--- config.mk ---
export PLATFORM = sky130hd
export DESIGN_NAME = rx_tlp_ctrl
export DESIGN_NICKNAME = d
export VERILOG_FILES = /design/src/rx_pkg.sv /design/src/rx_tlp_ctrl.sv
export SDC_FILE = /design/constraint.sdc
export NUM_CORES = 1
export LEC_CHECK = 0
export BUFFER_PORTS_ARGS = -buffer_cell sky130_fd_sc_hd__clkbuf_2
export CORE_MARGIN = 4
export CORE_UTILIZATION = 52
export DETAILED_ROUTE_END_ITERATION = 12
export PLACE_DENSITY = 0.82
export SLEW_MARGIN = 20
export SYNTH_ARGS = -nofsm -noshare
export SYNTH_HDL_FRONTEND = slang
export SYNTH_SLANG_ARGS = --single-unit
--- constraint.sdc ---
create_clock -name clk -period 6 [get_ports clk]
set_input_delay 1.2 -clock clk [delete_from_list [all_inputs] [get_ports clk]]
set_output_delay 1.2 -clock clk [all_outputs]
set_load 0.01 [all_outputs]
--- src/rx_pkg.sv ---
package rx_pkg;

    // ----------------------------------------
    // Ring storage
    // ----------------------------------------
    typedef logic [63:0] qw_t;                       // One ring slot / one TRN beat

    localparam int QW_BYTES       = 8;               // Bytes per quad-word
    localparam int BUF_AW_DEFAULT = 9;               // 512 quad-words

    // ----------------------------------------
    // Packet sizing
    // ----------------------------------------
    localparam int MAX_QW_CAP = 32;                  // Largest payload, fits 6-bit qw_cnt

    // Format/type byte for a 4DW memory write with data
    localparam logic [7:0] TLP_FMT_MWR64 = 8'h60;

    // Max payload code to quad-words
    // Code 0 is 128 bytes, everything larger is capped at 256 bytes
    function automatic logic [5:0] max_payload_qw(input logic [2:0] code);
        logic [5:0] qws;
        if (code == 3'd0) begin
            qws = 6'd16;                             // 128 B
        end else begin
            qws = 6'(MAX_QW_CAP);                    // 256 B and up
        end
        return qws;
    endfunction

endpackage

--- src/rx_tlp_ctrl.sv ---
`timescale 1ns/1ps

module rx_tlp_ctrl #(
    parameter int BUF_AW = rx_pkg::BUF_AW_DEFAULT
) (
    input  logic            clk,
    input  logic            rst_n,
    input  logic [2:0]      cfg_max_payload_size,
    input  logic            host_buf_en,
    input  logic [BUF_AW:0] committed_prod,
    input  logic [BUF_AW:0] committed_cons,
    input  logic            send_qws_ack,
    output logic            send_qws,
    output logic [5:0]      qw_cnt
);
    import rx_pkg::*;

    localparam int CNT_W = $clog2(MAX_QW_CAP + 1);   // 6 bits for 32

    logic [BUF_AW:0]  occ;                           // Committed, not yet sent
    logic [CNT_W-1:0] lim;
    logic             occ_nz_r;
    logic [CNT_W-1:0] chunk_r;
    logic             busy;                          // Packet in flight

    assign occ = committed_prod - committed_cons;
    assign lim = max_payload_qw(cfg_max_payload_size);

    // ----------------------------------------
    // Stage 1 sizes the chunk
    // ----------------------------------------
    always_ff @(posedge clk) begin
        if (!rst_n) begin
            occ_nz_r <= 1'b0;
        end else begin
            occ_nz_r <= |occ;
        end
    end

    always_ff @(posedge clk) begin
        chunk_r <= (occ > lim) ? lim : CNT_W'(occ);  // min(occupancy, payload limit)
    end

    // ----------------------------------------
    // Stage 2 issues the request
    // ----------------------------------------
    always_ff @(posedge clk) begin
        if (!rst_n) begin
            send_qws <= 1'b0;
            busy     <= 1'b0;
        end else begin
            send_qws <= 1'b0;                        // Single-cycle pulse
            if (send_qws_ack) begin
                busy <= 1'b0;
            end else if (occ_nz_r && host_buf_en && !busy) begin
                send_qws <= 1'b1;
                busy     <= 1'b1;
            end
        end
    end

    // Size held stable until the next request
    always_ff @(posedge clk) begin
        if (occ_nz_r && host_buf_en && !busy && !send_qws_ack) begin
            qw_cnt <= chunk_r;
        end
    end

endmodule

==> impl_metrics.yaml <==
status:
  outcome: "finished, final reports clean"
detailed_routing:
  drtPass1Iterations: 4
  viasPerCell: 5.29
  dr_total_vias: 888
  wl_um: 1980
  ant_nets: 0
  wire_per_inst_um: 11.8
  drt_iter0_drc: 6
  route.detailed.drc: 0
pwr:
  p_total_mw: 0.240
  power_density_mw_per_mm2: 197
  peakVddDrop_v: 0.000119
  p_leak_nw: 0.627
floorplan:
  die_w_um: 51.7
  initial_core_util_pct: 56.4
  fp.dieH_um: 51.7
  ios: 34
  dieArea_mm2: 0.00268
  coreArea_mm2: 0.00176
  rows: 15
critical_path:
  required_ns: 6.16
  end_kind: "register"
  worstSetupPathType: "primary input to register"
  cp_cell_sequence: "clkbuf_2 -> inv_1 -> ha_1 -> a21o_1 -> a21oi_1 -> nand2_1 -> xor2_1 -> ha_1 -> a21oi_1 -> a41oi_1 -> nor4_2 -> nand2_2 -> mux2_4"
  r2r_setup_slack_ns: 4.65
  arrival_ns: 3.82
  path_max_fanout: 6
  max_stage_delay_ns: 0.35
  crit_slowest_cell: "ha_1"
  cp-start-kind: "primary input"
timing:
  holdWs_ns: 0.408
  grt_setup_unrepaired: "no"
  finalHoldViolations: 0
  setup_ws_ns: 2.34
  setup_viol: 0
  fin_crit_sh_pct: 61.0
  finalSetupTns_ns: 0
  slew-limit-headroom_pct: 50.4
  finalClockSkew_ns: 0.00394
  max_freq_mhz: 273
  tightest_slew_ns: 0.738
  final.min_clock_period_ns: 3.66
  slew_viol_final: 0
clock_tree:
  cts_sinks: 15
  cts_tree: "built"
  clk_pin_slew_worst_paths_ns: 0.08
  clockBufferDepth: 2
  cts.repair.resized: 0
  clock_latency_ns: 0.27
  ctsHoldBuffers: 0
  cts_buffers: 3
  postCtsSetupRepairBufs: 0
  cts_root_buffer: "clkbuf_4"
  cts_htree_levels: 1
layout:
  syn_to_final_growth_pct: 22.5
  diodes: 0
  layout_common_cells: "clkbuf_2 (33), inv_1 (13), ha_1 (11)"
  finalNetCount: 183
  drive_above_1_share_pct: 28.7
  final_common_cell: "clkbuf_2"
  stdcell_area_mm2: 0.00122
  nFillCells: 178
place:
  place_ws_ns: 2.12
  place_area_mm2: 0.00119
  gp_congestion: 0.822
  io_buffers: 33
  dp_hpwl_um: 1780
synthesis:
  syn_inst: 106
  synth_nets: 145
  ys_seq_elements: 15
  synthDistinctLibCells: 34
  yosysWarnings: 0
  syn_area_um2: 995
  syn_area_per_cell_um2: 9.38
  ys_seq_area_share_pct: 36.2
global_routing:
  grt_max_degree: 10
  overflow: 0
  grt_antenna_before_repair: 0
  grt_pass1_vias: 919
  track_usage_pct: 16.3
  grt_pass1_wl_um: 3470
hold_path:
  hold_path.class: "register to register"
flow_run:
  maxCapViolCount: 0
-- where the power goes --
part,internal (mW),switching [mW]
Sequential,0.109,0.00112
Combinational,0.0356,0.0422
Clock,0.0246,0.0267
Total,0.170,0.0701
-- metrics by stage --
step	std cells	util, %
after floorplan	106	-
after global placement	164	67.5
after detailed placement	164	67.5
after CTS	168	69.1
after global routing	168	69.1
final	168	69.1
-- metal layers --
layer | vias up | GRT usage [%] | share of wire [%]
li1 | 451 | - | -
met1 | 413 | 16.6 | 39
met2 | 24 | 34.3 | 56
met3 | 0 | 1.72 | 5.3
met4 | 0 | 3.93 | 0
met5 | - | 0 | 0
-- flip-flops by register name, indices dropped and copies added, names as in the netlist --
name      flops
send_qws      1
qw_cnt        6
busy          1
occ_nz_r      1
chunk_r       6
-- synth_stat cells --
library cell / n / share of area [%]
mux2i_1: 2 / 2.0
nand3b_1: 2 / 1.5
nand2_2: 1 / 0.63
nand2b_1: 2 / 1.3
and3_1: 3 / 1.9
a32o_1: 1 / 1.0
nor2b_1: 3 / 1.9
a21bo_1: 1 / 1.0
ha_1: 11 / 14
o2111ai_1: 1 / 0.88
o31a_1: 1 / 0.88
o211ai_1: 2 / 1.5
fa_1: 1 / 2.0
a41oi_1: 1 / 0.88
a21oi_1: 9 / 4.5
o21ai_1: 1 / 0.50
xnor2_1: 3 / 2.6
a21o_1: 2 / 1.5
a221o_1: 1 / 1.0
a21boi_0: 1 / 0.75
nand2_1: 7 / 2.6
or3_1: 1 / 0.63
edfxtp_1: 6 / 18
nand3_1: 1 / 0.50
nor3_1: 3 / 1.5
nor4_1: 1 / 0.63
o21ai_0: 2 / 1.0
nor2_1: 7 / 2.6
inv_1: 13 / 4.9
nor4_2: 1 / 1.3
a21oi_2: 1 / 0.88
dfxtp_1: 9 / 18
xor2_1: 4 / 3.5
mux2_4: 1 / 1.5
-- cells by family (layout without fill, tap and decap cells) --
logic type | after synthesis | after routing | synth area share [%]
AO/OA/AOI/OAI | 24 | 24 | 16.4
XOR/XNOR | 7 | 7 | 6.16
adder cells (fa/ha/maj) | 12 | 12 | 15.8
buffers and inverters | 13 | 50 | 4.91
flip-flops | 15 | 15 | 36.2
multiplexers | 3 | 3 | 3.52
AND/OR/NAND/NOR | 32 | 32 | 17.0
-- final cells by class --
class / instances / area (um2) / share of cell area (%)
well taps: 25 / 31.3 / 2.57
multi-input cells: 78 / 586 / 48.0
flip-flops and latches: 15 / 360 / 29.6
repair buffers: 33 / 165 / 13.6
inverters: 13 / 48.8 / 4.00
clock inverters: 1 / 5.00 / 0.411
clock buffers: 3 / 22.5 / 1.85
-- worst paths after layout --
| path | cells after the start | endpoint | startpoint |
|---|---|---|---|
| worst min register to register | 0 | qw_cnt[0] | chunk_r[0] |
| worst max-delay path | 13 | chunk_r[5] | committed_cons[3] |
| worst min-delay path | 0 | qw_cnt[0] | chunk_r[0] |
| worst max register to register | 2 | qw_cnt[4] | occ_nz_r |
-- critical path, delay by kind of cell --
kind	cells	cell delay, ns
AO/OA/AOI/OAI	4	0.65
adder cells (fa/ha/maj)	2	0.65
AND/OR/NAND/NOR	3	0.64
multiplexers	1	0.31
XOR/XNOR	1	0.25
buffers and inverters	2	0.10
(Power assumes the default switching activity.)
