--- src/rx_pkg.sv ---
package rx_pkg;

    // ----------------------------------------
    // Ring storage
    // ----------------------------------------
    typedef logic [63:0] qw_t;                       // One ring slot / one TRN beat

    localparam int QW_BYTES       = 8;               // Bytes per quad-word
    localparam int BUF_AW_DEFAULT = 9;               // 512 quad-words

    // ----------------------------------------
    // Packet sizing
    // ----------------------------------------
    localparam int MAX_QW_CAP = 32;                  // Largest payload, fits 6-bit qw_cnt

    // Format/type byte for a 4DW memory write with data
    localparam logic [7:0] TLP_FMT_MWR64 = 8'h60;

    // Max payload code to quad-words
    // Code 0 is 128 bytes, everything larger is capped at 256 bytes
    function automatic logic [5:0] max_payload_qw(input logic [2:0] code);
        logic [5:0] qws;
        if (code == 3'd0) begin
            qws = 6'd16;                             // 128 B
        end else begin
            qws = 6'(MAX_QW_CAP);                    // 256 B and up
        end
        return qws;
    endfunction

endpackage

--- src/rx_tlp_builder.sv ---
`timescale 1ns/1ps

module rx_tlp_builder #(
    parameter int BUF_AW = rx_pkg::BUF_AW_DEFAULT
) (
    input  logic              clk,
    input  logic              rst_n,
    input  logic              send_qws,
    input  logic [5:0]        qw_cnt,
    input  logic [15:0]       cfg_completer_id,
    input  logic [63:0]       host_buf_addr,
    input  rx_pkg::qw_t       rd_data,
    input  logic              trn_tdst_rdy_n,
    input  logic [3:0]        trn_tbuf_av,
    output logic              send_qws_ack,
    output logic [BUF_AW:0]   committed_cons,
    output logic [BUF_AW-1:0] rd_addr,
    output logic [63:0]       trn_td,
    output logic [7:0]        trn_trem_n,
    output logic              trn_tsof_n,
    output logic              trn_teof_n,
    output logic              trn_tsrc_rdy_n
);
    import rx_pkg::*;

    typedef enum logic [1:0] {
        S_IDLE,
        S_HDR0,
        S_HDR1,
        S_DATA
    } state_t;

    state_t            state;                        // Names the next beat to load
    logic [5:0]        cnt_r;                        // Latched packet size
    logic [5:0]        rem;                          // Data beats still to load
    logic [BUF_AW-1:0] rd_ptr;                       // Ring word for the next data beat
    logic              xfer;
    logic              out_free;
    logic              load_hdr0;
    logic              load_hdr1;
    logic              load_data;
    logic              last_xfer;
    qw_t               hdr0;
    qw_t               hdr1;

    // ----------------------------------------
    // Handshake and load strobes
    // ----------------------------------------
    assign xfer      = !trn_tsrc_rdy_n && !trn_tdst_rdy_n;
    assign out_free  = trn_tsrc_rdy_n || !trn_tdst_rdy_n;   // Empty or draining
    assign load_hdr0 = (state == S_HDR0) && out_free && (|trn_tbuf_av);
    assign load_hdr1 = (state == S_HDR1) && out_free;
    assign load_data = (state == S_DATA) && out_free;
    assign last_xfer = xfer && !trn_teof_n;

    // Prefetch keeps rd_data equal to the word at rd_ptr
    assign rd_addr    = rd_ptr + BUF_AW'(load_data);
    assign trn_trem_n = '0;                          // Every beat is full

    // Header beats
    assign hdr0 = {TLP_FMT_MWR64, 8'h00, cfg_completer_id, 22'd0, 3'd0, cnt_r, 1'b0};
    assign hdr1 = host_buf_addr + 64'(committed_cons[BUF_AW-1:0]) * QW_BYTES;

    // ----------------------------------------
    // FSM and framing strobes
    // ----------------------------------------
    always_ff @(posedge clk) begin
        if (!rst_n) begin
            state          <= S_IDLE;
            rem            <= '0;
            rd_ptr         <= '0;
            committed_cons <= '0;
            send_qws_ack   <= 1'b0;
            trn_tsrc_rdy_n <= 1'b1;
            trn_tsof_n     <= 1'b1;
            trn_teof_n     <= 1'b1;
        end else begin
            send_qws_ack <= last_xfer;
            if (last_xfer) begin
                committed_cons <= committed_cons + (BUF_AW + 1)'(cnt_r);   // Free sent slots
            end
            if (xfer) begin
                trn_tsrc_rdy_n <= 1'b1;              // Empty unless reloaded below
                trn_tsof_n     <= 1'b1;
                trn_teof_n     <= 1'b1;
            end
            case (state)
                S_IDLE: begin
                    if (send_qws) begin
                        state <= S_HDR0;
                    end
                end
                S_HDR0: begin
                    if (load_hdr0) begin
                        trn_tsrc_rdy_n <= 1'b0;
                        trn_tsof_n     <= 1'b0;
                        state          <= S_HDR1;
                    end
                end
                S_HDR1: begin
                    if (load_hdr1) begin
                        trn_tsrc_rdy_n <= 1'b0;
                        rem            <= cnt_r;
                        state          <= S_DATA;
                    end
                end
                default: begin
                    if (load_data) begin
                        trn_tsrc_rdy_n <= 1'b0;
                        rem            <= rem - 1'b1;
                        rd_ptr         <= rd_ptr + 1'b1;
                        if (rem == 6'd1) begin
                            trn_teof_n <= 1'b0;      // Last data beat
                            state      <= S_IDLE;
                        end
                    end
                end
            endcase
        end
    end

    // Beat payload, held while stalled
    always_ff @(posedge clk) begin
        if (state == S_IDLE && send_qws) begin
            cnt_r <= qw_cnt;
        end
        if (load_hdr0) begin
            trn_td <= hdr0;
        end else if (load_hdr1) begin
            trn_td <= hdr1;
        end else if (load_data) begin
            trn_td <= rd_data;
        end
    end

endmodule

--- config.mk ---
export PLATFORM = sky130hd
export DESIGN_NAME = rx_tlp_builder
export DESIGN_NICKNAME = d
export VERILOG_FILES = /design/src/rx_pkg.sv /design/src/rx_tlp_builder.sv
export SDC_FILE = /design/constraint.sdc
export NUM_CORES = 1
export LEC_CHECK = 0
export BUFFER_PORTS_ARGS = -buffer_cell sky130_fd_sc_hd__buf_2
export CORE_MARGIN = 5
export CORE_UTILIZATION = 49
export DETAILED_ROUTE_END_ITERATION = 10
export GPL_TIMING_DRIVEN = 0
export PLACE_DENSITY = 0.81
export SYNTH_ARGS = -nofsm -noshare
export SYNTH_HDL_FRONTEND = slang
export SYNTH_SLANG_ARGS = --single-unit
--- constraint.sdc ---
create_clock -name clk -period 3.4 [get_ports clk]
set_input_delay 0.34 -clock clk [delete_from_list [all_inputs] [get_ports clk]]
set_output_delay 0.34 -clock clk [all_outputs]
set_load 0.05 [all_outputs]
==> impl_metrics.ini, run 1 <==
[outcome]
outcome = complete, no violations

[clocking]
root_buffer = clkbuf_16
cts_sinks = 101
h-tree-depth = 3
clk_pin_slew_ns = 0.07
clk_path_buf_depth = 2
cts_setup_buffers = 0
insertion_delay_ns = 0.35
numCtsBuffers = 9
cts_tree = built

[timing]
slew_viol_final = 0
finalSetupViolations = 0
fmax_mhz = 313
min_period_ns = 3.19
fin_crit_sh = 0.939
rsz0062_at_grt = no
final_hold_viol_count = 0
tightestPinTransition_ns = 1.19
slew_headroom = 0.198
finClkSkew_ns = 0.00527

[drt]
totalWireLength_mm = 21.3
ant_nets = 0
avgRoutedWirePerCell_um = 18.3
route.detailed.drc = 0
drt_iter0_markers = 563
avgViaCountPerCell = 5.60
vias = 6515
drt_pass1_iterations = 5

[logic_synthesis]
synth_cell_types = 54
yosys_warnings = 0
synth.yosys.seq_area_share = 0.375
synth_edf_count = 28
ys_async_sr_fraction = 0
syn_area_mm2 = 0.00614
syn_area_per_cell_um2 = 8.44
synthCells = 727
synth_flop_cell = dfxtp_1
synth_seq_cells = 101

[setup_path]
rr_endpoint = trn_td[49]$_SDFFE_PP0P_
reg2reg_from = committed_cons[0]$_SDFFE_PN0P_
cp.arrival_ns = 3.43
rrSetupSlack_ns = 0.21
crit_type = reg -> reg
cp_max_fo = 10
cp-startpoint = committed_cons[0]$_SDFFE_PN0P_
worst_setup_path_end_kind = flop
crit_path_end = trn_td[49]$_SDFFE_PP0P_
start_kind = flop
reg2reg_depth = 10
worstPathRequired_ns = 3.63

[grt]
grt_pass1_vias = 6034
grt.total_usage = 0.273
grt_pass1_wl_mm = 31.4
grt_antenna_before_repair = 1
grt_max_degree = 23
overflow = 0

[finish]
nNetsFinal = 1173
mostFrequentLayoutCell = buf_2
final_cell_mix = buf_2, dfxtp_1, nand2_1, nor2_1, o21ai_0
fillers = 1109
final_layout_size_suffix_gt1_frac = 0.281
finish.utilization = 0.648
syn_to_final_growth_pct = 28.3
layoutNonFillerInstCount = 1163

[die]
die_w_um = 122
ios = 253
core_mm2 = 0.0122
initial_utilization = 0.505
die_area_mm2 = 0.0149
rows = 40
die_h_um = 122

[pwr]
vdd_drop_max_mv = 0.592
power.leakage_nw = 3.42
power_density_mw_per_mm2 = 758

[placement]
hpwl_mm = 16.8
portBuffers = 243
gp_congestion = 0.987
numPlacedInstances = 1146

[flow_run]
cap_violations = 0

[min_path]
hold_path_class = in -> reg
==> worst min-delay path by stage <==
stage / startpoint / end / slack, ns / depth (start not counted)
after floorplan: qw_cnt[0] / cnt_r[0]$_DFFE_PP_ / 0.44 / 0
after global placement: trn_td[14]$_SDFFE_PP0P_ / trn_td[14]$_SDFFE_PP0P_ / 0.46 / 1
after detailed placement: trn_td[14]$_SDFFE_PP0P_ / trn_td[14]$_SDFFE_PP0P_ / 0.46 / 1
after CTS: qw_cnt[5] / cnt_r[5]$_DFFE_PP_ / 0.15 / 1
after global routing: qw_cnt[5] / cnt_r[5]$_DFFE_PP_ / 0.16 / 1
final: qw_cnt[5] / cnt_r[5]$_DFFE_PP_ / 0.16 / 1
==> state kept, by name, summed over array words and instances, names as in the netlist <==
register	cells
cnt_r	6
committed_cons	10
rd_ptr	9
rem	6
send_qws_ack	1
state	2
trn_td	64
trn_teof_n	1
trn_tsof_n	1
trn_tsrc_rdy_n	1
==> power by group <==
group / switching [mW] / internal [mW] / leakage (nW) / total, mW
clock: 0.457 / 0.534 / 0.143 / 0.991
sequential: 0.187 / 1.73 / 0.856 / 1.91
combinational: 2.31 / 0.755 / 2.42 / 3.06
==> critical path, stage by stage (launching register included) <==
cell and delay [ns]:
dfxtp_1 0.40, ha_1 0.20, inv_1 0.06, fa_1 0.41
nand2b_1 0.16, a21oi_1 0.34, a21oi_4 0.19, or4_4 0.56
or4_4 0.50, xor2_1 0.18, o21ai_2 0.06
==> per-stage QoR <==
step	TNS [ns]	power, mW	hold WS [ns]	instance area (um^2)	setup WS [ns]
2_1_floorplan	0	4.14	0.439	6160	0.161
3_3_place_gp	-11.34	4.95	0.458	7590	-0.517
3_5_place_dp	0	4.98	0.463	7590	0.212
4_1_cts	0	5.97	0.149	7870	0.221
5_1_grt	0	6.25	0.158	7880	0.0361
6_report	0	5.97	0.160	7880	0.209
==> Yosys cell counts, types with 24 or more instances <==
cell type,n,area [um^2]
dfxtp_1,73,1460
nand2_1,71,267
nor2_1,58,218
o21ai_0,54,270
a21oi_1,45,225
xor2_1,44,385
a22oi_1,34,255
xnor2_1,31,272
nand3_1,30,150
clkbuf_1,29,109
edfxtp_1,28,841
ha_1,24,300
==> kinds of logic (layout without fill, tap and decap cells) <==
logic type,count (synthesis),in the layout,share of synthesized area
AOI/OAI and AO/OA,190,190,0.193
xor gates and xnor gates,75,75,0.107
adders and majority gates,26,26,0.0555
buffers and inverters,54,314,0.0381
DFF,101,101,0.375
muxes,3,3,0.00489
other,1,9,0.000611
and+or+nand+nor,277,277,0.226
==> routing by layer <==
layer	GRT usage	vias to the layer above	wire length (um)
li1	-	3144	-
met1	0.362	3029	9070
met2	0.442	306	9830
met3	0.0450	36	1800
met4	0.116	0	599
met5	0	-	0
==> area by class of cell <==
type | count | area [um^2] | share of cell area
Multi-Input combinational cell | 579 | 3630 | 0.461
Sequential cell | 101 | 2300 | 0.292
Timing Repair Buffer | 244 | 1220 | 0.155
Clock buffer | 12 | 256 | 0.0326
Tap cell | 168 | 210 | 0.0267
Buffer | 41 | 186 | 0.0237
Inverter | 13 | 48.8 | 0.00620
Clock inverter | 4 | 21.3 | 0.00270
Antenna cell | 1 | 2.50 | 0.000318
==> what timing repair did <==
item | in CTS | in global routing
gates resized for setup | 1 | 0
hold buffers | 0 | 0
setup endpoints to repair | 1 | 0
Power figures use the tool's default switching activity.
==> run 2, diff against run 1 <==
--- a/config.mk
+++ b/config.mk
@@ -10,6 +10,7 @@
 export CORE_UTILIZATION = 49
 export DETAILED_ROUTE_END_ITERATION = 10
 export GPL_TIMING_DRIVEN = 0
+export MAX_ROUTING_LAYER = met4
 export PLACE_DENSITY = 0.81
 export SYNTH_ARGS = -nofsm -noshare
 export SYNTH_HDL_FRONTEND = slang
==> impl_metrics.ini, run 2 (synthesis results as in run 1) <==
[outcome]
outcome = complete, no violations

[finish]
largest_registers = trn_td (64), committed_cons (10), rd_ptr (9)
final_cell_mix = buf_2, dfxtp_1, nand2_1, nor2_1, o21ai_0
final_area_mm2 = 0.00788
syn_to_final_growth_pct = 28.4
layoutNonFillerInstCount = 1165
fillers = 1125
finish.utilization = 0.648
final_layout_size_suffix_gt1_frac = 0.278
nNetsFinal = 1173
mostFrequentLayoutCell = buf_2
largest_register_ffs = 64
regMostFlops = trn_td

[timing]
slew_headroom = 0.183
fin_crit_sh = 0.937
slew_viol_final = 0
min_period_ns = 3.18
tightestPinTransition_ns = 1.22
finClkSkew_ns = 0.00725
fin_hold_ws_ns = 0.158
setup_slack_ns = 0.215
final_hold_viol_count = 0
fmax_mhz = 314
rsz0062_at_grt = no
finalSetupViolations = 0

[placement]
portBuffers = 243
placed_area_mm2 = 0.00759
place_ws_ns = 0.114
numPlacedInstances = 1146
gp_congestion = 1.01
hpwl_mm = 16.9

[die]
die_w_um = 122
die_h_um = 122
core_mm2 = 0.0122
rows = 40
initial_utilization = 0.505
ios = 253
die_area_mm2 = 0.0149

[grt]
grt.total_usage = 0.284
overflow = 0
grt_pass1_vias = 6099
groute.layer.met2.usage = 0.446
grt_max_degree = 23
use_met3 = 0.0404
grt-busiest-layer = met2
grt_use_met1 = 0.371
grt_pass1_wl_mm = 31.7
grt_antenna_before_repair = 3

[clocking]
cts_tree = built
cts_setup_buffers = 0
cts_sinks = 101
h-tree-depth = 3
numCtsBuffers = 9
clk_pin_slew_ns = 0.07
insertion_delay_ns = 0.36
clk_path_buf_depth = 2
root_buffer = clkbuf_16

[drt]
avgRoutedWirePerCell_um = 18.4
totalWireLength_mm = 21.4
avgViaCountPerCell = 5.63
drt_iter0_markers = 651
drt_pass1_iterations = 7
ant_nets = 0
route.detailed.drc = 0
vias = 6554

[pwr]
power_density_mw_per_mm2 = 759
vdd_drop_max_mv = 0.562
power.leakage_nw = 3.41

[setup_path]
cp.arrival_ns = 3.42
crit_type = reg -> reg
cp_max_fo = 10
worst_setup_path_end_kind = flop
worstPathRequired_ns = 3.64
reg2reg_from = committed_cons[0]$_SDFFE_PN0P_
start_kind = flop
cp-startpoint = committed_cons[0]$_SDFFE_PN0P_

[flow_run]
cap_violations = 0

[min_path]
worstHoldStart = qw_cnt[4]
hold_path_class = in -> reg
==> run 2: cell types whose count changed in the layout (fill, tap and decap cells not counted) <==
cell | before | now
clkbuf_1 | 30 | 33
clkbuf_16 | 9 | 10
clkbuf_8 | 2 | 0
clkinv_2 | 3 | 2
diode_2 | 1 | 3
inv_4 | 1 | 0
==> run 2: worst paths after layout <==
kind                                   to  slack (ns)  cells past startpoint
setup reg to reg  trn_td[49]$_SDFFE_PP0P_        0.22                     10
hold / removal         cnt_r[4]$_DFFE_PP_        0.16                      1
hold reg to reg   trn_td[49]$_SDFFE_PP0P_        0.49                      2
setup / recovery  trn_td[49]$_SDFFE_PP0P_        0.22                     10
==> run 2: cell type report <==
class	count	area [um^2]	share of cell area
Antenna cell	3	7.51	0.000953
Tap cell	168	210	0.0267
Inverter	13	48.8	0.00619
Buffer	41	186	0.0237
Sequential cell	101	2300	0.292
Timing Repair Buffer	244	1220	0.155
Clock buffer	14	265	0.0337
Clock inverter	2	10.0	0.00127
Multi-Input combinational cell	579	3630	0.460
==> run 2: per-layer routing <==
layer / vias to the layer above / routed length [um]
met5: - / 0
met4: 0 / 558
met3: 35 / 1810
met2: 345 / 10000
met1: 3018 / 9020
li1: 3156 / -
==> run 2: repair_timing <==
item	CTS	global route
setup endpoints to repair	1	0
hold buffers	0	0
resized for setup	1	0
==> run 2: power by group <==
group | total (mW) | switching (mW) | internal, mW
Clock | 0.992 | 0.451 | 0.541
Combinational | 3.07 | 2.31 | 0.755
Sequential | 1.92 | 0.193 | 1.73
Total | 5.98 | 2.96 | 3.02
==> run 2: per-stage QoR <==
stage          TNS (ns)  total power, mW
2_1_floorplan         0             4.14
3_3_place_gp     -10.77             4.95
3_5_place_dp          0             4.99
4_1_cts               0             5.98
5_1_grt               0             6.27
6_report              0             5.98
==> run 2: worst max-delay path, cell delays in order (launching register included) <==
cell and delay, ns:
dfxtp_1 0.39, ha_1 0.20, inv_1 0.06, fa_1 0.42
nand2b_1 0.17, a21oi_1 0.34, a21oi_4 0.19, or4_4 0.56
or4_4 0.50, xor2_1 0.18, o21ai_2 0.06
