$ cat config.mk
export PLATFORM = sky130hd
export DESIGN_NAME = rx_frame_writer
export DESIGN_NICKNAME = d
export VERILOG_FILES = /design/src/rx_pkg.sv /design/src/rx_frame_writer.sv
export SDC_FILE = /design/constraint.sdc
export NUM_CORES = 1
export LEC_CHECK = 0
export ABC_AREA = 0
export BUFFER_PORTS_ARGS = -buffer_cell sky130_fd_sc_hd__buf_2
export CAP_MARGIN = 20
export CORE_UTILIZATION = 45
export CTS_BUF_LIST = sky130_fd_sc_hd__clkbuf_4
export CTS_CLUSTER_SIZE = 28
export DETAILED_ROUTE_END_ITERATION = 10
export PLACE_DENSITY = 0.79
export SETUP_SLACK_MARGIN = 0.1
export SLEW_MARGIN = 40
export SYNTH_ARGS = -nofsm -noshare
export SYNTH_HDL_FRONTEND = slang
export SYNTH_SLANG_ARGS = --single-unit
$ cat constraint.sdc
create_clock -name clk -period 4.55 [get_ports clk]
set_input_delay 0.91 -clock clk [delete_from_list [all_inputs] [get_ports clk]]
set_output_delay 0.91 -clock clk [all_outputs]
set_load 0.02 [all_outputs]
$ cat src/rx_pkg.sv
package rx_pkg;

    // ----------------------------------------
    // Ring storage
    // ----------------------------------------
    typedef logic [63:0] qw_t;                       // One ring slot / one TRN beat

    localparam int QW_BYTES       = 8;               // Bytes per quad-word
    localparam int BUF_AW_DEFAULT = 9;               // 512 quad-words

    // ----------------------------------------
    // Packet sizing
    // ----------------------------------------
    localparam int MAX_QW_CAP = 32;                  // Largest payload, fits 6-bit qw_cnt

    // Format/type byte for a 4DW memory write with data
    localparam logic [7:0] TLP_FMT_MWR64 = 8'h60;

    // Max payload code to quad-words
    // Code 0 is 128 bytes, everything larger is capped at 256 bytes
    function automatic logic [5:0] max_payload_qw(input logic [2:0] code);
        logic [5:0] qws;
        if (code == 3'd0) begin
            qws = 6'd16;                             // 128 B
        end else begin
            qws = 6'(MAX_QW_CAP);                    // 256 B and up
        end
        return qws;
    endfunction

endpackage

$ cat src/rx_frame_writer.sv
`timescale 1ns/1ps

module rx_frame_writer #(
    parameter int BUF_AW = rx_pkg::BUF_AW_DEFAULT
) (
    input  logic              clk,
    input  logic              rst_n,
    input  rx_pkg::qw_t       mac_rx_data,
    input  logic [7:0]        mac_rx_data_valid,
    input  logic              mac_rx_good_frame,
    input  logic              mac_rx_bad_frame,
    input  logic [BUF_AW:0]   committed_cons,
    output logic              wr_en,
    output logic [BUF_AW-1:0] wr_addr,
    output rx_pkg::qw_t       wr_data,
    output logic [BUF_AW:0]   committed_prod,
    output logic [15:0]       dropped_pkts
);
    import rx_pkg::*;

    logic              in_frame;                     // Between first beat and end strobe
    logic              drop;                         // Current frame hit the consumer
    logic [BUF_AW:0]   wr_ptr;                       // Next free slot
    logic [BUF_AW:0]   len_ptr;                      // Reserved length slot
    logic [15:0]       byte_cnt;
    logic [3:0]        beat_bytes;
    logic              beat;
    logic [BUF_AW:0]   data_ptr;
    logic [BUF_AW:0]   fill;
    logic              ovf;
    logic              accept;
    logic              commit_len;

    // ----------------------------------------
    // Beat decode
    // ----------------------------------------
    assign beat     = |mac_rx_data_valid;            // Any byte lane valid
    assign data_ptr = in_frame ? wr_ptr : wr_ptr + 1'b1;   // Skip length slot on first beat
    assign fill     = data_ptr - committed_cons;
    assign ovf      = fill[BUF_AW];                  // Slot would land on unread data
    assign accept   = beat && !drop && !ovf;

    always_comb begin
        beat_bytes = '0;
        for (int i = 0; i < QW_BYTES; i++) begin
            beat_bytes = beat_bytes + 4'(mac_rx_data_valid[i]);   // Popcount of mask
        end
    end

    // ----------------------------------------
    // Ring write port
    // ----------------------------------------
    assign commit_len = mac_rx_good_frame && in_frame && !drop;
    assign wr_en      = commit_len || accept;
    assign wr_addr    = commit_len ? len_ptr[BUF_AW-1:0] : data_ptr[BUF_AW-1:0];
    assign wr_data    = commit_len ? qw_t'(byte_cnt) : mac_rx_data;   // Length word is zero-extended

    // Frame state and pointers
    always_ff @(posedge clk) begin
        if (!rst_n) begin
            in_frame       <= 1'b0;
            drop           <= 1'b0;
            wr_ptr         <= '0;
            committed_prod <= '0;
            dropped_pkts   <= '0;
        end else if (mac_rx_good_frame && in_frame) begin
            in_frame <= 1'b0;
            drop     <= 1'b0;
            if (drop) begin
                dropped_pkts <= dropped_pkts + 1'b1;
                wr_ptr       <= committed_prod;      // Discard partial frame
            end else begin
                committed_prod <= wr_ptr;            // Publish whole frame
            end
        end else if (mac_rx_bad_frame && in_frame) begin
            in_frame <= 1'b0;
            drop     <= 1'b0;
            wr_ptr   <= committed_prod;              // Rewind, not counted
        end else if (beat) begin
            in_frame <= 1'b1;
            if (accept) begin
                wr_ptr <= data_ptr + 1'b1;
            end else begin
                drop <= 1'b1;                        // Ignore rest of frame
            end
        end
    end

    // Length slot and byte counter
    always_ff @(posedge clk) begin
        if (beat && !in_frame) begin
            len_ptr  <= wr_ptr;
            byte_cnt <= 16'(beat_bytes);
        end else if (beat) begin
            byte_cnt <= byte_cnt + 16'(beat_bytes);
        end
    end

endmodule

==> flow_results.org, run 1 <==
** Synth
- After synthesis the cells add up to 4500 sq um.
- Cell types with the largest area share after synthesis :: sky130_fd_sc_hd__dfxtp_1, sky130_fd_sc_hd__edfxtp_1, sky130_fd_sc_hd__nand2_1, sky130_fd_sc_hd__and2_1, sky130_fd_sc_hd__ha_1
- Dominant synthesized flop cell :: sky130_fd_sc_hd__dfxtp_1
- Counting flops with a built-in enable in the synthesized netlist gives 13.
- The number of different library cells used by synthesis comes to 60.
- Number of warnings reported in the yosys synthesis log :: 0
- Instance count of the mapped netlist :: 578
- Net Count, Synth :: 689
- A synthesized cell averages 7.79 sq um.
- Area share of the leading cell type in the synthesized netlist :: 22.2%
- Counting flops and latches in the post-synthesis netlist gives 63.
- Counting flops with an async set or reset pin after synthesis yields a share of 0%.
- Summing the sequential cell areas from Yosys gives 30.9% of the chip area.
- Library cell occupying the most area in the post-synthesis netlist :: sky130_fd_sc_hd__dfxtp_1

** Global routing
- Vias in the first global route :: 4074
- Remaining global-route overflow :: 0
- The initial antenna violation count came to 0.
- Global routing consumed, over all layers together, 23.4% of the routing resources.
- Wire length of the first global-routing pass :: 19.1 mm
- Entering global routing, the biggest net connects 84 pins.

** Run
- Max-cap violations in this run came to 0.

** Layout
- Most used cells in the layout excluding fill and tap cells :: sky130_fd_sc_hd__buf_2, sky130_fd_sc_hd__nand2_1, sky130_fd_sc_hd__nor2_1, sky130_fd_sc_hd__and2_1, sky130_fd_sc_hd__dfxtp_1
- Compared with the post-synthesis result, the final layout area differs by 27.9%.
- The repair_antennas step left the layout with diodes totalling 0.
- Post-route standard cell area excluding fillers :: 5760 sq um
- Fin nets :: 864
- Most common cell after layout, fill and taps aside :: sky130_fd_sc_hd__buf_2
- End-of-flow core utilization :: 59.2%
- Share of post-route cells with drive strength above 1 :: 31.2%

** Timing
- Hold Slack :: 0.492 ns
- Setup violations remaining at the end of the flow were counted as 0.
- Worst Skew :: 0.0173 ns
- Number of max-slew violations in the final report :: 0
- Final hold vios :: 0
- Headroom to the max-slew limit came out at 47.7%.
- RSZ-0062 raised after global routing :: yes
- Actual transition at the worst max-transition pin :: 0.779 ns
- The worst path needs 4.36 ns of the cycle, external delays included.
- Crit share post-route :: 95.9%
- Sum of negative setup slack :: 0 ns
- Derived from the worst setup path, the maximum achievable clock frequency is 229 MHz.

** Floorplan
- Die Area :: 10400 sq um
- During I/O placement, the number of pins put on the boundary was 186.
- Starting density of the core :: 46.3%
- Total core area :: 9730 sq um
- Die height :: 102 um
- Die span in x :: 102 um
- The initialized floorplan defines 36 standard-cell rows.

** Status
- The flow ran to the end, and the final reports show no timing, DRC or antenna violations.

** Worst setup path
- At the worst endpoint, the arrival time is 4.72 ns.
- Depth of the most critical reg-to-reg path :: 13
- Worst EP required :: 4.90 ns
- Maximum fanout along the worst path :: 4
- Crit path capture type :: flip-flop
- Critical register-to-register path startpoint :: wr_ptr[2]
- Worst Setup Path Type :: in2reg
- Terminus of the critical flop-to-flop path :: wr_ptr[9]
- Across all register-to-register paths, the minimum setup slack is 0.95 ns.
- Critical path launch point type :: input pin

** Placement
- Gp weighted congestion :: 0.858
- Area after detailed placement :: 5550 sq um
- Dpl hpwl :: 9.60 mm
- In this run the tool buffered the top-level ports with 185 buffer cells.

** Worst hold path
- In this run the most critical hold path is launched from committed_prod[8].
- Hold/Removal Path Class :: reg2reg
- The worst hold path passes through 2 cells.
- The worst hold path terminates at committed_prod[8].

** Drt
- Before antenna repair, the detailed router went through 5 iterations.
- Count of routing violations after the opening detailed-route iteration :: 313
- In the final routed layout, each cell accounts on average for 14.2 um.
- Vias per cell :: 5.18
- Total wire length after detailed routing :: 12.6 mm
- Once detail routing completed, the nets flagged for antenna violations numbered 0.
- DRC viols :: 0
- The detailed router placed 4606 vias in this run.

** Clock network
- In this run the number of H-tree levels came out at 3.
- Total clock buffers created by CTS :: 9
- After clock tree synthesis, the clock-pin slew on the worst setup and hold paths is 0.11 ns.
- The tree is rooted in a sky130_fd_sc_hd__clkbuf_4.
- In this run, post-CTS hold repair placed 0 buffers.
- The clock passes through at most 2 buffers.
- Total number of clock tree sinks :: 63
- TritonCTS clock tree :: yes
- The later pin in the worst-skew pair is clocked with a latency of 0.42 ns.

** Pwr
- Power spread over the standard cell area amounts to 366 nW/um^2.
- For this design the total switching power over the nets is 0.832 mW.
- Power share of the sequential group :: 34.7%
- For this design the static power due to leakage is 2.79 nW.
- Internal portion of total power :: 1.27 mW
- Fraction of power spent switching nets :: 39.5%
- Overall power consumption after layout is estimated at 2.11 mW.
- Combinational share of power :: 44.6%
- The share of total power dissipated in the clock network is 20.7%.
- Maximum ir drop on the vdd rail :: 0.183 mV
[final cells by class]
| type | instances | area (sq um) |
|---|---|---|
| Fill cell | 904 | 3970 |
| Multi-Input combinational cell | 441 | 2870 |
| Sequential cell | 63 | 1390 |
| Timing Repair Buffer | 200 | 1040 |
| Tap cell | 133 | 166 |
| Inverter | 38 | 143 |
| Clock buffer | 11 | 82.6 |
| Clock inverter | 4 | 70.1 |
[worst max-delay path, stage by stage]
cell,delay [ns]
sky130_fd_sc_hd__buf_2,0.08
sky130_fd_sc_hd__inv_1,0.06
sky130_fd_sc_hd__fa_1,0.55
sky130_fd_sc_hd__fa_1,0.43
sky130_fd_sc_hd__fa_1,0.44
sky130_fd_sc_hd__inv_1,0.08
sky130_fd_sc_hd__ha_1,0.17
sky130_fd_sc_hd__inv_1,0.06
sky130_fd_sc_hd__fa_2,0.56
sky130_fd_sc_hd__inv_1,0.06
sky130_fd_sc_hd__ha_1,0.28
sky130_fd_sc_hd__nand3_1,0.11
sky130_fd_sc_hd__a21boi_2,0.22
sky130_fd_sc_hd__o2111ai_2,0.19
sky130_fd_sc_hd__or3_1,0.35
sky130_fd_sc_hd__a21oi_1,0.15
[power groups by stage]
stage | combinational, mW | sequential [mW] | clock (mW)
floorplan | 0.654 | 0.703 | 0
global placement | 0.861 | 0.736 | 0
detailed placement | 0.908 | 0.741 | 0
CTS | 0.922 | 0.729 | 0.442
global route | 1.03 | 0.740 | 0.467
finish | 0.939 | 0.732 | 0.436
[through the flow]
stage               cells  worst slack (ns)
floorplan             578            0.0997
global placement      873            -0.136
detailed placement    873            -0.299
CTS                   889             0.140
global route          890            0.0228
finish                890             0.188
[synthesized netlist by cell type, types with 3 or more instances]
cell type	instances
sky130_fd_sc_hd__and3_1	6
sky130_fd_sc_hd__xor2_1	21
sky130_fd_sc_hd__fa_1	5
sky130_fd_sc_hd__buf_2	6
sky130_fd_sc_hd__and2_1	52
sky130_fd_sc_hd__nor2b_1	11
sky130_fd_sc_hd__ha_1	20
sky130_fd_sc_hd__nor2_1	56
sky130_fd_sc_hd__buf_4	4
sky130_fd_sc_hd__nand3_1	14
sky130_fd_sc_hd__a22oi_1	3
sky130_fd_sc_hd__clkbuf_1	25
sky130_fd_sc_hd__edfxtp_1	13
sky130_fd_sc_hd__a211oi_1	4
sky130_fd_sc_hd__nand4_1	9
sky130_fd_sc_hd__nor4_1	3
sky130_fd_sc_hd__nor3_1	9
sky130_fd_sc_hd__xnor2_1	19
sky130_fd_sc_hd__o211a_1	3
sky130_fd_sc_hd__mux2_2	3
sky130_fd_sc_hd__o2111ai_1	3
sky130_fd_sc_hd__o31ai_1	4
sky130_fd_sc_hd__nand2_1	97
sky130_fd_sc_hd__o21a_1	4
sky130_fd_sc_hd__inv_1	38
sky130_fd_sc_hd__mux2i_1	9
sky130_fd_sc_hd__a21oi_1	27
sky130_fd_sc_hd__o21ai_0	15
sky130_fd_sc_hd__o211ai_1	4
sky130_fd_sc_hd__dfxtp_1	50
sky130_fd_sc_hd__nand2b_1	5
sky130_fd_sc_hd__and4_1	3
[layer usage]
layer,wire (um),global-route usage [%]
met3,879,5.34
met5,0,0
met1,5520,30.9
met2,6100,39.0
met4,124,5.49
[cells by family after synthesis]
kind of cell,Yosys count,synth area share (%)
compound gates,87,12.9
mux,12,2.75
xor+xnor,42,8.64
buf+inv,74,6.67
fa+ha+maj,25,7.78
flops,63,30.9
simple gates,275,30.3
[state kept, by name, indices dropped and copies added, names as in the netlist]
signal          cells
wr_ptr             10
drop                1
in_frame            1
dropped_pkts       16
byte_cnt           16
len_ptr             9
committed_prod     10
[worst max-delay path by stage]
stage                                    start  slack (ns)      endpoint
after global routing                 wr_ptr[2]        0.02         wr_en
after global placement    mac_rx_data_valid[0]       -0.14  byte_cnt[13]
after CTS                 mac_rx_data_valid[0]        0.14  byte_cnt[13]
final                     mac_rx_data_valid[0]        0.19  byte_cnt[13]
after detailed placement  mac_rx_data_valid[0]       -0.30  byte_cnt[13]
after floorplan           mac_rx_data_valid[0]         0.1  byte_cnt[13]
[what timing repair did]
action / CTS / global route
buffers inserted: 1 / 1
setup endpoints to repair: 1 / 5
pin swaps: 0 / 4
resized for setup: 3 / 6
(Power assumes the default switching activity.)
==> run 2: changes to the inputs <==
- clock period: 4.55 -> 3.5 ns (I/O delays scaled with it)
==> flow_results.org, run 2 (synthesized netlist as in run 1, its figures left out) <==
** Status
- Result of the run :: finished, violations left
- The checks that failed: setup timing.

** Placement
- The global placer's final weighted congestion is 0.847 (-1.3%).
- The post-place instance area is 5840 sq um (+5.3%).
- The port buffer count was 185 (unchanged).
- Dpl hpwl :: 10.0 mm (+4.2%)
- Worst slack, placed :: -1.07 ns (-0.767 ns)

** Timing
- The final count of negative-setup-slack endpoints is 15 (+15).
- The largest clock skew in the final design came to 0.0199 ns (+0.00261 ns).
- Relative slew slack :: 62.7% (+15 points)
- Final hold vios :: 0 (unchanged)
- The worst path setup slack after routing is -0.552 ns (-0.740 ns).
- Max Clock Freq :: 247 MHz
- RSZ-0062 raised after global routing :: yes
- Number of max-slew violations in the final report :: 0 (unchanged)
- The transition at the pin with the smallest max-transition slack is 0.559 ns (-0.219 ns).
- Subtracting the final worst setup slack from the clock period gives 4.05 ns.
- Sum of negative setup slack :: -6.13 ns (-6.13 ns)
- After layout, the worst path uses 116% of the clock period.

** Clock network
- The clock latency reported for the late side of the worst-skew pair came to 0.42 ns (about the same).
- Cell at the root of the clock tree :: sky130_fd_sc_hd__clkbuf_4
- Post-CTS clock slew at the launch and capture registers of the worst setup and hold paths :: 0.11 ns (about the same)
- Maximum level of the CTS H-tree :: 3 (unchanged)
- The clock buffer count from CTS was 9 (unchanged).
- Number of buffers on the longest clock path :: 2 (unchanged)
- The number of clock sinks seen by CTS came to 63 (unchanged).
- TritonCTS built the clock tree.
- The count of hold-fix buffers inserted at cts was 0 (unchanged).

** Drt
- The vias after detailed routing came to 4928 (+7.0%).
- The routed wirelength normalized by instance count is 15.4 um (+8.6%).
- Remaining antenna violation count after routing :: 0 (unchanged)
- Total wire length after detailed routing :: 14.4 mm (+14%)
- Vias per cell :: 5.27 (+1.8%)
- The detailed-route DRC error count is 0 (unchanged).
- Count of routing violations after the opening detailed-route iteration :: 223 (-29%)
- The number of search-and-repair iterations in the first detailed-routing pass came to 5 (unchanged).

** Worst setup path
- The endpoint identified for the worst register-to-register timing path is wr_ptr[9].
- The worst-path maximum fanout came to 3 (-1).
- The cell that appears most often on the critical path is sky130_fd_sc_hd__fa_1.
- The required time at the endpoint of the critical path was 3.82 ns (-1.08 ns).
- Delay contributed by the slowest stage of the critical path :: 0.54 ns (-0.02 ns)
- The number of buffer and inverter instances along the worst setup path came to 4 (-1).
- Critical register-to-register path startpoint :: wr_ptr[1]
- The critical path data arrival time came to 4.37 ns (-0.35 ns).
- Worst Setup Path Type :: in2reg
- The slack of the worst reg-to-reg path came to 0.25 ns (-0.70 ns).
- Cell with the largest stage delay on the worst path :: sky130_fd_sc_hd__fa_1
- Depth of the most critical reg-to-reg path :: 14 (+1)
- List of cells traversed by the critical path :: buf_8, inv_12, fa_1, fa_1, fa_1, inv_1, ha_2, inv_2, fa_2, xnor2_2, ha_1, nor2b_4, o21a_1, o211a_1, and3_4, xnor2_2, nor2_1
- The worst setup path is captured at a flip-flop.
- Critical path launch point type :: input pin
- The kind of cell with the highest combined delay along the critical path is adder cells.

** Floorplan
- The area of the die was 10400 sq um (unchanged).
- The height of the chip was 102 um (unchanged).
- Starting density of the core :: 46.3% (unchanged)
- Die span in x :: 102 um (unchanged)
- The area of the core region came to 9730 sq um (unchanged).
- The number of ports placed on the die boundary is 186 (unchanged).
- The row count is 36 (unchanged).

** Layout
- Share of post-route cells with drive strength above 1 :: 40.3% (+9.1 points)
- The area of all placed cells without fillers was 6460 sq um (+12%).
- The final net count was 908 (+5.1%).
- Area Growth Syn to Fin :: 43.5%
- Most used cells in the layout excluding fill and tap cells :: sky130_fd_sc_hd__buf_2, sky130_fd_sc_hd__nand2_1, sky130_fd_sc_hd__nor2_1, sky130_fd_sc_hd__buf_4, sky130_fd_sc_hd__and2_1
- The largest registers in the layout are byte_cnt (16), dropped_pkts (16).
- Leaving out fill and tap cells, the most frequent cell in the layout is sky130_fd_sc_hd__buf_2.
- The fraction of the core area covered by cells at the end of the flow was 66.4% (+7.2 points).
- Number of antenna repair diodes :: 0 (unchanged)

** Run
- Number of violations of the max-capacitance limit :: 0 (unchanged)

** Global routing
- The total routing resource utilization after global routing was 27.0% (+3.6 points).
- The initial antenna violation count was 0 (unchanged).
- The pin count of the biggest net entering global routing was 91 (+8.3%).
- The number of global-route vias before repair was 4645 (+14%).
- The final global-route overflow total was 0 (unchanged).
- Wire length of the first global-routing pass :: 21.9 mm (+15%)

** Worst hold path
- The worst hold path terminates at committed_prod[3].
- The worst hold path depth is 2 (unchanged).
- Hold/Removal Path Class :: reg2reg
- The worst hold path begins at committed_prod[3].

** Pwr
- Maximum ir drop on the vdd rail :: 0.263 mV (+43%)
- Static Leak :: 3.06 nW (+9.7%)
- The cell area power density is 500 nW/um^2 (+37%).
-- run 2: cell count changes in the layout (fill, tap and decap cells not counted), moves of 6 or more --
cell                      delta
sky130_fd_sc_hd__buf_4      +38
sky130_fd_sc_hd__dfxtp_1     -7
sky130_fd_sc_hd__dfxtp_4     +7
sky130_fd_sc_hd__buf_6       +6
sky130_fd_sc_hd__ha_1        -6
sky130_fd_sc_hd__inv_1       -6
sky130_fd_sc_hd__xnor2_1     -6
sky130_fd_sc_hd__xnor2_2     +6
-- run 2: worst reg2reg max path, delay by kind of cell (launching register included) --
family	cells	cell delay [ns]
buffers and inverters	4	0.62
and+or+nand+nor	3	0.67
DFF	1	0.38
muxes	1	0.11
xor gates and xnor gates	1	0.22
adders and majority gates	2	0.48
AOI/OAI and AO/OA	3	0.67
-- run 2: timing repair --
action,CTS,global route
setup endpoints to repair,21,17
setup buffers,12,5
resized for setup,47,20
pin swaps,26,24
-- run 2: cell type report --
cell class / count / area (sq um)
Multi-Input combinational cell: 441 / 3110
Clock inverter: 7 / 110
Tap cell: 133 / 166
Inverter: 38 / 155
Timing Repair Buffer: 244 / 1430
Sequential cell: 63 / 1420
Fill cell: 775 / 3270
Clock buffer: 9 / 67.6
-- run 2: routing by layer --
metal	vias to the layer above	GRT usage, %	routed length (um)
li1	2369	-	-
met1	2312	31.3	5860
met2	212	46.6	7100
met3	35	6.98	971
met4	0	12.7	471
met5	-	0	0
-- run 2: worst max-delay path by stage --
| stage | start | endpoint | slack (ns) | depth (start not counted) |
|---|---|---|---|---|
| detailed placement | mac_rx_data_valid[0] | byte_cnt[13] | -1.07 | 16 |
| CTS | mac_rx_data_valid[0] | byte_cnt[10] | -0.53 | 17 |
| global route | mac_rx_data_valid[0] | byte_cnt[10] | -0.62 | 17 |
| finish | mac_rx_data_valid[0] | byte_cnt[10] | -0.55 | 17 |
| floorplan | mac_rx_data_valid[0] | byte_cnt[15] | -0.69 | 16 |
| global placement | mac_rx_data_valid[0] | byte_cnt[13] | -0.95 | 16 |
-- run 2: report_power, final --
part	internal [mW]	switching [mW]	leakage (nW)
Clock	0.357	0.297	0.0977
Sequential	0.855	0.0886	0.550
Combinational	0.751	0.879	2.41
-- run 2: metrics by stage --
| step | hold slack [ns] | total power [mW] | std cells |
|---|---|---|---|
| 6_report | 0.480 | 3.23 | 935 |
| 5_1_grt | 0.497 | 3.41 | 935 |
| 4_1_cts | 0.482 | 3.08 | 931 |
| 3_5_place_dp | 0.464 | 2.26 | 903 |
| 3_3_place_gp | 0.458 | 2.20 | 903 |
| 2_1_floorplan | 0.403 | 1.79 | 578 |
==> run 3: changes to the inputs <==
- SKIP_CTS_REPAIR_TIMING: default -> 1
==> flow_results.org, run 3 (synthesized netlist as in run 1, its figures left out) <==
** Timing
- Worst path setup slack after routing :: -0.519 ns (+0.0333 ns)
- The summed negative setup slack over all endpoints is -5.81 ns (+0.321 ns).
- Time the worst path needs with I/O delays and setup :: 4.02 ns (-0.0333 ns)
- Crit share post-route :: 115% (-0.95 points)
- RSZ-0062 raised after global routing :: yes
- Worst Skew :: 0.0157 ns (-0.00412 ns)
- Final setup fails :: 15 (unchanged)
- The hold violation count in the final report was 0 (unchanged).
- Actual transition at the worst max-transition pin :: 0.556 ns (-0.00344 ns)
- The maximum operating frequency was 249 MHz (+0.83%).
- The worst max-slew margin expressed relative to the limit came to 62.9% (+0.23 points).
- The final max-slew violation count was 0 (unchanged).
- The worst hold margin came to 0.480 ns (-0.000722 ns).

** Layout
- Largest registers in the final layout :: byte_cnt (16), dropped_pkts (16)
- The library cell used most frequently in the layout, excluding fill and tap cells, is sky130_fd_sc_hd__buf_2.
- Number of antenna repair diodes :: 0 (unchanged)
- Compared with the post-synthesis result, the final layout area differs by 42.0%.
- The area of all placed cells without fillers is 6390 sq um (-1.1%).
- In the layout the commonest cells are sky130_fd_sc_hd__buf_2, sky130_fd_sc_hd__nand2_1, sky130_fd_sc_hd__and2_1, sky130_fd_sc_hd__nor2_1, sky130_fd_sc_hd__buf_4.
- Final non-filler cell total :: 927 (-0.86%)
- Number of fillers in the final layout :: 799 (+3.1%)
- The share of cells above drive strength 1 came to 39.3% (-0.98 points).
- End-of-flow core utilization :: 65.7% (-0.71 points)
- Fin nets :: 900 (-0.88%)

** Pwr
- The cell area power density is 494 nW/um^2 (-1.1%).
- Total net switching power :: 1.24 mW (-2.0%)
- The fraction of power consumed by the clock network was 20.5% (+0.2 points).
- The proportion of total power due to net switching was 39.2% (+0.044 points).
- The internal power of the cells came to 1.92 mW (-2.2%).
- Combinational share of power :: 49.4% (-1.1 points)
- Total design power :: 3.16 mW (-2.1%)
- Power share of the sequential group :: 30.0% (+0.8 points)
- Static Leak :: 3.03 nW (-0.77%)
- The peak ir drop on the vdd network came to 0.260 mV (-1.1%).

** Drt
- Number of detailed-route iterations in the first pass :: 7 (+2)
- Count of routing violations after the opening detailed-route iteration :: 273 (+22%)
- WL per Instance :: 15.0 um (-2.6%)
- Remaining antenna violation count after routing :: 0 (unchanged)
- The total wire length came to 13.9 mm (-3.4%).
- Total number of vias :: 4845 (-1.7%)
- DRC viols :: 0 (unchanged)
- Vias per cell :: 5.23 (-0.84%)

** Worst setup path
- STA classifies the critical path startpoint as an input pin.
- The endpoint identified for the worst register-to-register timing path is wr_ptr[9].
- In this run the worst setup path terminates at byte_cnt[13].
- The depth of the worst register-to-register path is 14 (unchanged).
- The slack of the worst reg-to-reg path came to 0.25 ns (about the same).
- Data arrival time of the critical path :: 4.37 ns (about the same)
- The worst setup path is captured at a flip-flop.
- Worst Setup Path Type :: in2reg
- Timing startpoint of the critical path :: mac_rx_data_valid[0]
- Maximum fanout along the worst path :: 4 (+1)
- In this run the critical register-to-register path is launched from wr_ptr[1].
- Worst EP required :: 3.85 ns (+0.03 ns)

** Global routing
- Wire length of the first global-routing pass :: 20.6 mm (-6.1%)
- Remaining global-route overflow :: 0 (unchanged)
- The pin count of the biggest net entering global routing is 91 (unchanged).
- The total routing resource utilization after global routing is 25.2% (-1.8 points).
- The initial antenna violation count was 0 (unchanged).
- The number of global-route vias before repair is 4449 (-4.2%).

** Placement
- Gp weighted congestion :: 0.847 (unchanged)
- Worst slack, placed :: -1.07 ns (unchanged)
- The post-place instance area came to 5840 sq um (unchanged).
- Number of buffers added on ports :: 185 (unchanged)
- The instance count after placement with tap cells included came to 903 (unchanged).
- Dpl hpwl :: 10.0 mm (unchanged)

** Floorplan
- Total core area :: 9730 sq um (unchanged)
- The initial standard-cell utilization of the core is 46.3% (unchanged).
- Die Area :: 10400 sq um (unchanged)
- The floorplan die width was 102 um (unchanged).
- The height of the chip came to 102 um (unchanged).
- Placement Rows :: 36 (unchanged)
- The number of ports placed on the die boundary was 186 (unchanged).

** Clock network
- In this run the clock root is driven by a sky130_fd_sc_hd__clkbuf_4.
- Total number of clock tree sinks :: 63 (unchanged)
- The H-tree depth was 3 (unchanged).
- The maximum buffer depth of the clock tree came to 2 (unchanged).
- The clock buffer count from CTS is 9 (unchanged).
- The clock input transition at the sequential cells of the worst setup and hold paths is 0.12 ns (about the same).
- TritonCTS built the clock tree.
- Clock latency at the later pin of the worst-skew pair :: 0.42 ns (about the same)

** Status
- The flow ran to the end, but the final reports show violations.
- The checks that failed: setup timing.

** Worst hold path
- Hold/Removal Path Class :: reg2reg

** Run
- The total of max-cap violations was 0 (unchanged).
[run 3: cell count changes in the layout (fill, tap and decap cells not counted), sizes merged]
cell | before | now
buf | 244 | 236
[run 3: worst max-delay path, stage by stage]
cell,delay (ns)
sky130_fd_sc_hd__buf_8,0.09
sky130_fd_sc_hd__inv_12,0.03
sky130_fd_sc_hd__fa_1,0.54
sky130_fd_sc_hd__fa_1,0.43
sky130_fd_sc_hd__fa_1,0.44
sky130_fd_sc_hd__inv_1,0.07
sky130_fd_sc_hd__ha_2,0.18
sky130_fd_sc_hd__inv_2,0.04
sky130_fd_sc_hd__fa_2,0.37
sky130_fd_sc_hd__xnor2_4,0.16
sky130_fd_sc_hd__ha_1,0.36
sky130_fd_sc_hd__a21oi_4,0.09
sky130_fd_sc_hd__a21boi_4,0.21
sky130_fd_sc_hd__o2111ai_4,0.16
sky130_fd_sc_hd__or3_1,0.38
sky130_fd_sc_hd__a21oi_1,0.12
[run 3: metal layers]
layer  part of all wire, %  track usage (%)
met1                    42             29.9
met2                    48             43.0
met3                   6.9             5.40
met4                   3.8             13.0
met5                     0                0
[run 3: layout make-up]
cell class	instances	area, sq um	area share [%]
multi-input combinational	441	3110	48.7
tap	133	166	2.60
clock inverter	7	110	1.72
sequential	63	1410	22.1
inverter	38	155	2.43
clock buffer	9	67.6	1.06
timing repair buffer	236	1370	21.4
[run 3: worst min-delay path by stage]
| stage | start | end | slack [ns] | cells after the start |
|---|---|---|---|---|
| after floorplan | wr_ptr[4] | len_ptr[4] | 0.40 | 0 |
| after global placement | committed_prod[6] | committed_prod[6] | 0.46 | 2 |
| after detailed placement | committed_prod[5] | committed_prod[5] | 0.46 | 2 |
| after CTS | committed_prod[5] | committed_prod[5] | 0.48 | 2 |
| after global routing | committed_prod[5] | committed_prod[5] | 0.50 | 2 |
| final | committed_prod[5] | committed_prod[5] | 0.48 | 2 |
[run 3: power groups by stage]
stage | clock, mW | combinational, mW | sequential [mW]
after floorplan | 0 | 0.879 | 0.914
after global placement | 0 | 1.27 | 0.936
after detailed placement | 0 | 1.32 | 0.940
after CTS | 0.657 | 1.33 | 0.923
after global routing | 0.688 | 1.70 | 0.961
final | 0.649 | 1.56 | 0.948
